### src/source/core_pkg.sv
package core_pkg;

    localparam int xlen = 32;

    typedef logic [xlen-1:0] word_t;
    typedef logic [4:0] reg_addr_t;

    // Major opcodes of the supported RV32I subset.
    typedef enum logic [6:0] {
        op_load   = 7'b0000011,
        op_store  = 7'b0100011,
        op_rtype  = 7'b0110011,
        op_itype  = 7'b0010011,
        op_jal    = 7'b1101111,
        op_branch = 7'b1100011,
        op_lui    = 7'b0110111
    } opcode_t;

    typedef enum logic [3:0] {
        alu_add = 4'd0,
        alu_sub = 4'd1,
        alu_and = 4'd2,
        alu_or  = 4'd3,
        alu_xor = 4'd4,
        alu_slt = 4'd5,
        alu_sll = 4'd6,
        alu_srl = 4'd7
    } alu_op_t;

    typedef enum logic [1:0] {
        src_a_pc     = 2'd0,
        src_a_old_pc = 2'd1,
        src_a_rs1    = 2'd2,
        src_a_zero   = 2'd3
    } src_a_t;

    typedef enum logic [1:0] {
        src_b_rs2  = 2'd0,
        src_b_imm  = 2'd1,
        src_b_four = 2'd2
    } src_b_t;

    typedef enum logic [1:0] {
        wb_alu  = 2'd0,
        wb_load = 2'd1,
        wb_link = 2'd2
    } wb_sel_t;

    // Instruction fields after decode.
    typedef struct packed {
        opcode_t   opcode;
        reg_addr_t rd;
        reg_addr_t rs1;
        reg_addr_t rs2;
        logic [2:0] funct3;
        logic      funct7_bit;  // Instruction bit 30.
        word_t     imm;
    } decoded_t;

endpackage
### src/source/mem_cmd_if.sv
`timescale 1ns/100ps

interface mem_cmd_if;

    logic req;        // Held until done.
    logic write;
    logic data_addr;  // Address from the ALU result register.
    logic done;       // One cycle, on the handshake.

    modport control (
        output req,
        output write,
        output data_addr,
        input  done
    );

    modport port (
        input  req,
        input  write,
        input  data_addr,
        output done
    );

endinterface

### src/source/rv_multicycle_top.sv
`timescale 1ns/100ps

module rv_multicycle_top #(
    parameter core_pkg::word_t reset_pc  = '0,
    parameter int              reg_count = 32
) (
    input  logic            clk,
    input  logic            reset,
    output logic            mem_valid,
    output logic            mem_write,
    output core_pkg::word_t mem_addr,
    output core_pkg::word_t mem_wdata,
    input  logic            mem_ready,
    input  core_pkg::word_t mem_rdata
);

    core_pkg::decoded_t dec;
    core_pkg::src_a_t   src_a;
    core_pkg::src_b_t   src_b;
    core_pkg::alu_op_t  alu_op;
    core_pkg::wb_sel_t  wb_sel;
    core_pkg::word_t    pc, old_pc, instr, load_data;
    core_pkg::word_t    rs1_data, rs2_data;
    core_pkg::word_t    alu_result, alu_result_q;
    logic ir_write, pc_write, pc_cond, reg_write, zero;

    mem_cmd_if mem_cmd ();

    core_control control0 (
        .clk(clk), .reset(reset), .dec(dec), .mem(mem_cmd.control),
        .ir_write(ir_write), .pc_write(pc_write), .pc_cond(pc_cond),
        .src_a(src_a), .src_b(src_b), .alu_op(alu_op),
        .reg_write(reg_write), .wb_sel(wb_sel)
    );

    instr_decoder decoder0 (.instr(instr), .dec(dec));

    reg_file #(.reg_count(reg_count)) regs0 (
        .clk(clk), .dec(dec), .reg_write(reg_write), .wb_sel(wb_sel),
        .alu_result(alu_result_q), .load_data(load_data), .link_pc(old_pc),
        .rs1_data(rs1_data), .rs2_data(rs2_data)
    );

    alu_unit alu0 (
        .clk(clk), .src_a(src_a), .src_b(src_b), .alu_op(alu_op),
        .pc(pc), .old_pc(old_pc), .rs1_data(rs1_data), .rs2_data(rs2_data),
        .imm(dec.imm), .result(alu_result), .result_q(alu_result_q), .zero(zero)
    );

    mem_port #(.reset_pc(reset_pc)) port0 (
        .clk(clk), .reset(reset), .ir_write(ir_write), .pc_write(pc_write),
        .pc_cond(pc_cond), .zero(zero), .funct3_0(dec.funct3[0]),
        .alu_result(alu_result), .alu_result_q(alu_result_q), .rs2_data(rs2_data),
        .cmd(mem_cmd.port), .pc(pc), .old_pc(old_pc), .instr(instr),
        .load_data(load_data), .mem_valid(mem_valid), .mem_write(mem_write),
        .mem_addr(mem_addr), .mem_wdata(mem_wdata), .mem_ready(mem_ready),
        .mem_rdata(mem_rdata)
    );

endmodule

### src/source/mem_port.sv
`timescale 1ns/100ps

module mem_port #(
    parameter core_pkg::word_t reset_pc = '0
) (
    input  logic            clk,
    input  logic            reset,
    input  logic            ir_write,
    input  logic            pc_write,
    input  logic            pc_cond,
    input  logic            zero,
    input  logic            funct3_0,
    input  core_pkg::word_t alu_result,
    input  core_pkg::word_t alu_result_q,
    input  core_pkg::word_t rs2_data,
    mem_cmd_if.port         cmd,
    output core_pkg::word_t pc,
    output core_pkg::word_t old_pc,
    output core_pkg::word_t instr,
    output core_pkg::word_t load_data,
    output logic            mem_valid,
    output logic            mem_write,
    output core_pkg::word_t mem_addr,
    output core_pkg::word_t mem_wdata,
    input  logic            mem_ready,
    input  core_pkg::word_t mem_rdata
);

    logic active;
    logic handshake;
    logic take_pc;

    // Holds the bus idle for the first cycle out of reset.
    always_ff @(posedge clk) begin
        if (reset) begin
            active <= 1'b0;
        end else begin
            active <= 1'b1;
        end
    end

    assign mem_valid = cmd.req & active;
    assign mem_write = cmd.write & mem_valid;
    assign mem_addr  = cmd.data_addr ? alu_result_q : pc;
    assign mem_wdata = rs2_data;

    assign handshake = mem_valid & mem_ready;
    assign cmd.done  = handshake;

    // beq on zero, bne on not zero.
    assign take_pc = pc_write | (pc_cond & (zero ^ funct3_0));

    always_ff @(posedge clk) begin
        if (reset) begin
            pc     <= reset_pc;
            old_pc <= reset_pc;
        end else if (take_pc) begin
            old_pc <= pc;  // Instruction address after fetch, link after jal.
            pc     <= ir_write ? alu_result : alu_result_q;
        end
    end

    always_ff @(posedge clk) begin
        if (ir_write) begin
            instr <= mem_rdata;
        end
        if (handshake && cmd.data_addr && !cmd.write) begin
            load_data <= mem_rdata;
        end
    end

endmodule

### src/source/alu_unit.sv
`timescale 1ns/100ps

module alu_unit (
    input  logic              clk,
    input  core_pkg::src_a_t  src_a,
    input  core_pkg::src_b_t  src_b,
    input  core_pkg::alu_op_t alu_op,
    input  core_pkg::word_t   pc,
    input  core_pkg::word_t   old_pc,
    input  core_pkg::word_t   rs1_data,
    input  core_pkg::word_t   rs2_data,
    input  core_pkg::word_t   imm,
    output core_pkg::word_t   result,
    output core_pkg::word_t   result_q,
    output logic              zero
);

    core_pkg::word_t a;
    core_pkg::word_t b;
    logic less;

    always_comb begin
        case (src_a)
            core_pkg::src_a_pc:     a = pc;
            core_pkg::src_a_old_pc: a = old_pc;
            core_pkg::src_a_rs1:    a = rs1_data;
            default:                a = '0;
        endcase
        case (src_b)
            core_pkg::src_b_imm:  b = imm;
            core_pkg::src_b_four: b = core_pkg::word_t'(4);
            default:              b = rs2_data;
        endcase
    end

    assign less = $signed(a) < $signed(b);

    always_comb begin
        case (alu_op)
            core_pkg::alu_sub: result = a - b;
            core_pkg::alu_and: result = a & b;
            core_pkg::alu_or:  result = a | b;
            core_pkg::alu_xor: result = a ^ b;
            core_pkg::alu_slt: result = {{(core_pkg::xlen - 1){1'b0}}, less};
            core_pkg::alu_sll: result = a << b[4:0];
            core_pkg::alu_srl: result = a >> b[4:0];
            default:           result = a + b;
        endcase
    end

    assign zero = (result == '0);  // Branch compare.

    always_ff @(posedge clk) begin
        result_q <= result;
    end

endmodule

### src/source/reg_file.sv
`timescale 1ns/100ps

module reg_file #(
    parameter int reg_count = 32
) (
    input  logic               clk,
    input  core_pkg::decoded_t dec,
    input  logic               reg_write,
    input  core_pkg::wb_sel_t  wb_sel,
    input  core_pkg::word_t    alu_result,
    input  core_pkg::word_t    load_data,
    input  core_pkg::word_t    link_pc,
    output core_pkg::word_t    rs1_data,
    output core_pkg::word_t    rs2_data
);

    localparam int idx_w = $clog2(reg_count);  // Upper bit dropped for RV32E.

    core_pkg::word_t regs [reg_count];
    core_pkg::word_t wdata;
    logic [idx_w-1:0] rs1_idx;
    logic [idx_w-1:0] rs2_idx;
    logic [idx_w-1:0] rd_idx;

    assign rs1_idx = dec.rs1[idx_w-1:0];
    assign rs2_idx = dec.rs2[idx_w-1:0];
    assign rd_idx  = dec.rd[idx_w-1:0];

    assign rs1_data = (rs1_idx == '0) ? '0 : regs[rs1_idx];
    assign rs2_data = (rs2_idx == '0) ? '0 : regs[rs2_idx];

    always_comb begin
        case (wb_sel)
            core_pkg::wb_load: wdata = load_data;
            core_pkg::wb_link: wdata = link_pc;
            default:           wdata = alu_result;
        endcase
    end

    always_ff @(posedge clk) begin
        if (reg_write && rd_idx != '0) begin
            regs[rd_idx] <= wdata;
        end
    end

endmodule

### src/source/instr_decoder.sv
`timescale 1ns/100ps

module instr_decoder (
    input  core_pkg::word_t    instr,
    output core_pkg::decoded_t dec
);

    core_pkg::word_t imm_i;
    core_pkg::word_t imm_s;
    core_pkg::word_t imm_b;
    core_pkg::word_t imm_j;
    core_pkg::word_t imm_u;

    assign imm_i = {{20{instr[31]}}, instr[31:20]};
    assign imm_s = {{20{instr[31]}}, instr[31:25], instr[11:7]};
    assign imm_b = {{19{instr[31]}}, instr[31], instr[7], instr[30:25], instr[11:8], 1'b0};
    assign imm_j = {{11{instr[31]}}, instr[31], instr[19:12], instr[20], instr[30:21], 1'b0};
    assign imm_u = {instr[31:12], 12'b0};

    always_comb begin
        dec.opcode     = core_pkg::opcode_t'(instr[6:0]);
        dec.rd         = instr[11:7];
        dec.rs1        = instr[19:15];
        dec.rs2        = instr[24:20];
        dec.funct3     = instr[14:12];
        dec.funct7_bit = instr[30];
        case (dec.opcode)
            core_pkg::op_store:  dec.imm = imm_s;
            core_pkg::op_branch: dec.imm = imm_b;
            core_pkg::op_jal:    dec.imm = imm_j;
            core_pkg::op_lui:    dec.imm = imm_u;
            default:             dec.imm = imm_i;  // Loads and I-type.
        endcase
    end

endmodule

### src/source/core_control.sv
`timescale 1ns/100ps

module core_control (
    input  logic                clk,
    input  logic                reset,
    input  core_pkg::decoded_t  dec,
    mem_cmd_if.control          mem,
    output logic                ir_write,
    output logic                pc_write,
    output logic                pc_cond,
    output core_pkg::src_a_t    src_a,
    output core_pkg::src_b_t    src_b,
    output core_pkg::alu_op_t   alu_op,
    output logic                reg_write,
    output core_pkg::wb_sel_t   wb_sel
);

    typedef enum logic [3:0] {
        fetch,
        decode,
        mem_addr,
        mem_read,
        mem_wb,
        mem_write,
        exec_r,
        exec_i,
        alu_wb,
        jal_st,
        branch_st,
        lui_st
    } state_t;

    state_t state, next_state;
    core_pkg::alu_op_t func_op;
    logic mem_op;

    assign mem_op = (dec.opcode == core_pkg::op_load) || (dec.opcode == core_pkg::op_store);

    // funct3 to ALU operation. Bit 30 picks sub for R-type only.
    always_comb begin
        case (dec.funct3)
            3'b000: begin
                if (dec.opcode == core_pkg::op_rtype && dec.funct7_bit) begin
                    func_op = core_pkg::alu_sub;
                end else begin
                    func_op = core_pkg::alu_add;
                end
            end
            3'b001: func_op = core_pkg::alu_sll;
            3'b010: func_op = core_pkg::alu_slt;
            3'b100: func_op = core_pkg::alu_xor;
            3'b101: func_op = core_pkg::alu_srl;
            3'b110: func_op = core_pkg::alu_or;
            3'b111: func_op = core_pkg::alu_and;
            default: func_op = core_pkg::alu_add;
        endcase
    end

    always_ff @(posedge clk) begin
        if (reset) begin
            state <= fetch;
        end else begin
            state <= next_state;
        end
    end

    always_comb begin
        next_state = fetch;
        case (state)
            fetch:     next_state = mem.done ? decode : fetch;
            decode: begin
                case (dec.opcode)
                    core_pkg::op_load:   next_state = mem_addr;
                    core_pkg::op_store:  next_state = mem_write;  // Address formed in decode.
                    core_pkg::op_rtype:  next_state = exec_r;
                    core_pkg::op_itype:  next_state = exec_i;
                    core_pkg::op_jal:    next_state = jal_st;
                    core_pkg::op_branch: next_state = branch_st;
                    core_pkg::op_lui:    next_state = lui_st;
                    default:             next_state = fetch;
                endcase
            end
            mem_addr:  next_state = (dec.opcode == core_pkg::op_load) ? mem_read : mem_write;
            mem_read:  next_state = mem.done ? mem_wb : mem_read;
            mem_write: next_state = mem.done ? fetch : mem_write;
            exec_r, exec_i, jal_st, lui_st: next_state = alu_wb;
            default:   next_state = fetch;
        endcase
    end

    always_comb begin
        ir_write      = 1'b0;
        pc_write      = 1'b0;
        pc_cond       = 1'b0;
        src_a         = core_pkg::src_a_pc;
        src_b         = core_pkg::src_b_four;
        alu_op        = core_pkg::alu_add;
        reg_write     = 1'b0;
        wb_sel        = core_pkg::wb_alu;
        mem.req       = 1'b0;
        mem.write     = 1'b0;
        mem.data_addr = 1'b0;
        case (state)
            fetch: begin
                mem.req  = 1'b1;
                ir_write = mem.done;
                pc_write = mem.done;  // PC takes pc plus four.
            end
            decode: begin
                // Data address for memory ops, branch or jump target otherwise.
                src_a = mem_op ? core_pkg::src_a_rs1 : core_pkg::src_a_old_pc;
                src_b = core_pkg::src_b_imm;
            end
            mem_addr: begin
                src_a = core_pkg::src_a_rs1;
                src_b = core_pkg::src_b_imm;
            end
            mem_read: begin
                mem.req       = 1'b1;
                mem.data_addr = 1'b1;
                src_a         = core_pkg::src_a_rs1;  // Keeps the address steady.
                src_b         = core_pkg::src_b_imm;
            end
            mem_wb: begin
                reg_write = 1'b1;
                wb_sel    = core_pkg::wb_load;
            end
            mem_write: begin
                mem.req       = 1'b1;
                mem.write     = 1'b1;
                mem.data_addr = 1'b1;
                src_a         = core_pkg::src_a_rs1;
                src_b         = core_pkg::src_b_imm;
            end
            exec_r: begin
                src_a  = core_pkg::src_a_rs1;
                src_b  = core_pkg::src_b_rs2;
                alu_op = func_op;
            end
            exec_i: begin
                src_a  = core_pkg::src_a_rs1;
                src_b  = core_pkg::src_b_imm;
                alu_op = func_op;
            end
            alu_wb: begin
                reg_write = 1'b1;
                if (dec.opcode == core_pkg::op_jal) begin
                    wb_sel = core_pkg::wb_link;
                end
            end
            jal_st: pc_write = 1'b1;
            branch_st: begin
                src_a   = core_pkg::src_a_rs1;
                src_b   = core_pkg::src_b_rs2;
                alu_op  = core_pkg::alu_sub;
                pc_cond = 1'b1;
            end
            lui_st: begin
                src_a = core_pkg::src_a_zero;
                src_b = core_pkg::src_b_imm;
            end
            default: ;
        endcase
    end

endmodule

### config.mk
export PLATFORM = sky130hd
export DESIGN_NAME = rv_multicycle_top
export DESIGN_NICKNAME = d
export VERILOG_FILES = /design/src/source/core_pkg.sv /design/src/source/mem_cmd_if.sv /design/src/source/rv_multicycle_top.sv /design/src/source/mem_port.sv /design/src/source/alu_unit.sv /design/src/source/reg_file.sv /design/src/source/instr_decoder.sv /design/src/source/core_control.sv
export SDC_FILE = /design/constraint.sdc
export NUM_CORES = 2
export LEC_CHECK = 0
export BUFFER_PORTS_ARGS = -buffer_cell sky130_fd_sc_hd__buf_2
export CAP_MARGIN = 20
export CORE_ASPECT_RATIO = 1.25
export CORE_MARGIN = 5
export CORE_UTILIZATION = 55
export DETAILED_ROUTE_END_ITERATION = 16
export GPL_TIMING_DRIVEN = 0
export PLACE_DENSITY_LB_ADDON = 0.1
export RECOVER_POWER = 100
export SYNTH_ARGS = -nofsm -noshare
export SYNTH_HDL_FRONTEND = slang
export SYNTH_HIERARCHICAL = 1
export SYNTH_SLANG_ARGS = --single-unit
### constraint.sdc
create_clock -name clk -period 7.8 [get_ports clk]
set_clock_uncertainty 0.15 [all_clocks]
set_input_delay 0.78 -clock clk [delete_from_list [all_inputs] [get_ports clk]]
set_output_delay 0.78 -clock clk [all_outputs]
set_load 0.01 [all_outputs]
==> results.ini <==
[run_status]
status = finished, violations left
violations = max-capacitance violations, max-slew violations, negative setup slack

[logic_synthesis]
ys_warn_count = 6
async_flop_share = 0
yosysUniqueCellTypes = 112
ys_seq_area_frac = 0.5280
ys_ff_latch = 1189
ys.flop_type = edfxtp_1
syn-cell-area_um2 = 65710
synth_area_per_cell_um2 = 14.25
syn_inst = 4611
synth_edf_count = 1088

[global_routing]
grt_pass1_vias = 51050
antenna_found_initial = 18
grt_max_degree = 34
grt-ovfl-total = 0
grt_pass1_wl_mm = 408.0
grt_usage = 0.4665

[clock_network]
clock_tree.root_cell = clkbuf_16
h-tree-depth = 3
clockBufferDepth = 3
clk_pin_slew_ns = 0.07
insertion_delay_ns = 0.73
clkSinkCount = 1189
tritoncts = done
cts_buffers = 105

[critical_path]
path_buf_inv = 8
critical_path.top_delay_family = compound AO/OA/AOI/OAI gates
slowest_stage = o21ai_0
r2r_setup_slack_ns = -0.37
start_kind = flop
rr_startpoint = port0/instr[19]$_DFFE_PP_
endpoint_kind = flop
r2r_cells = 25
crit_type = reg -> reg
cp_slowest_stage_delay_ns = 0.99
worstPathArrival_ns = 8.67
cp_max_fo = 10
r2r_end = port0/pc[3]$_SDFFE_PP0P_
required_ns = 8.30

[routing]
route.detailed.drc = 0
finalWirelength_mm = 300.5
drt-initial-drc-count = 8211
first_pass_iters = 13
detail_route.vias_per_cell = 7.663
ant_nets = 0
wl_per_cell_um = 44.65
vias = 51570

[final_layout]
layout.nets = 5196
instances_no_fill = 6730
layout_common_cells = 1088 x edfxtp_1, 429 x mux4_2, 282 x nand2_1
drive_gt1_frac = 0.2963
syn_to_final_growth_pct = 15.54
final_area_um2 = 75920
layout_commonest_cell = edfxtp_1
fin_util = 0.6413
n_fill_cell = 8474

[timing]
fmax_ghz = 0.1224
setup_slack_ns = -0.3716
finalCriticalPeriod_ns = 8.172
grt_setup_unrepaired = yes
slew_viol_final = 444
worst_pin_slew_ns = 2.163
slew_headroom = -0.4476
setup_viol = 64
fin_crit_sh = 1.048
hold_viol = 0
timing.hold.ws_ns = 0.1124

[worst_hold_path]
hp-class = in -> reg
worstHoldStart = mem_rdata[24]
hold_depth = 1
hold_end = port0/instr[24]$_DFFE_PP_

[floorplanning]
num_rows = 141
initial_core_util = 0.5551
dieArea_um2 = 126500
die_h_um = 396.4
io_pins = 101
coreArea_um2 = 118400
die_w_um = 319.2

[place]
portBuffers = 100
gp_congestion = 1.065
placed_cell_area_um2 = 70110
dp_slack_ns = -4.596
dpl.hpwl_mm = 220.3
place_inst = 6412

[pwr]
powerDensity_nw_per_um2 = 200.0
ir_drop_uv = 252.9
total_leakage_power_uw = 0.02599

[flow_run]
max_cap_violations = 25

==> cell families (layout without fill, tap and decap cells) <==
kind of cell,count (synthesis),in the layout,share of synthesized area
fa+ha+maj,103,103,0.01984
compound gates,1046,1046,0.1134
mux,876,876,0.2267
simple gates,834,834,0.06271
other cells,2,43,0.0001143
xor+xnor,22,22,0.002933
flops,1189,1189,0.5280
buf+inv,539,1044,0.04631
==> routing by layer <==
layer,up-vias,part of all wire,global-route usage
met5,-,0.00036,0
met4,16,0.12,0.4306
met3,1575,0.11,0.1298
met2,4859,0.47,0.7490
met1,25520,0.30,0.4990
li1,19610,-,-
==> worst reg2reg max path: cells and delay by family, from the launching register on <==
family | cells | cell delay (ns)
compound gates | 9 | 4.31
xor+xnor | 1 | 0.17
buf+inv | 8 | 1.91
flops | 1 | 0.39
mux | 1 | 0.21
simple gates | 6 | 0.99
==> how the worst max path moves through the flow <==
stage | cells after the start | from | endpoint | slack, ns
floorplan | 31 | port0/instr[20]$_DFFE_PP_ | port0/pc[10]$_SDFFE_PP0P_ | 0.58
global placement | 30 | port0/instr[20]$_DFFE_PP_ | port0/pc[7]$_SDFFE_PP0P_ | -6.41
detailed placement | 34 | port0/instr[20]$_DFFE_PP_ | port0/pc[7]$_SDFFE_PP0P_ | -4.60
CTS | 30 | port0/instr[21]$_DFFE_PP_ | port0/pc[6]$_SDFFE_PP0P_ | 0.0004
global route | 24 | control0/state[3]$_SDFF_PP0_ | port0/pc[0]$_SDFFE_PP0P_ | -0.28
finish | 25 | port0/instr[19]$_DFFE_PP_ | port0/pc[3]$_SDFFE_PP0P_ | -0.37
==> stage by stage <==
stage,TNS (ns),power [uW]
after floorplan,0,8601
after global placement,-495.68,9527
after detailed placement,-343.15,9614
after CTS,0,15000
after global routing,-10.86,15520
final,-16.36,15180
==> power by group <==
group	internal, uW	switching (uW)
clock	2860	2450
combinational	897	1770
sequential	7170	43.8
==> cell type report <==
cell class,count,area (um2),share of cell area
clock inverters,75,759.5,0.01000
plain buffers,413,3396,0.04473
multi-input cells,2914,29490,0.3885
well taps,1573,1968,0.02593
diodes,10,25.02,0.0003296
repair buffers,325,2457,0.03237
flip-flops and latches,1189,34690,0.4570
inverters,110,417.9,0.005505
clock buffers,121,2709,0.03568
==> sequential cells by signal, summed over array words and instances, names as in the netlist <==
| signal | cells |
|---|---|
| alu0/result_q | 32 |
| control0/state | 4 |
| port0/active | 1 |
| port0/instr | 32 |
| port0/load_data | 32 |
| port0/old_pc | 32 |
| port0/pc | 32 |
| regs0/regs | 1024 |
==> cells in the mapped netlist, types with 98 or more instances <==
cell,instances,area (um2)
edfxtp_1,1088,32670
mux4_2,428,9639
nand2_1,285,1070
mux2i_1,270,2703
nor2_1,196,735.7
clkbuf_1,148,555.5
mux2_2,133,1498
o21ai_0,129,645.6
a22oi_1,122,915.9
a21oi_1,117,585.6
buf_4,113,848.3
inv_1,102,382.9
dfxtp_1,101,2022
ha_1,101,1264
o21ai_1,98,490.5
==> timing repair <==
item / CTS / global route
pin swaps: 54 / 48
setup endpoints to repair: 95 / 64
hold buffers: 0 / 0
resized for setup: 419 / 145
setup buffers: 66 / 50
cloned: 3 / 1
(Power assumes the default switching activity.)
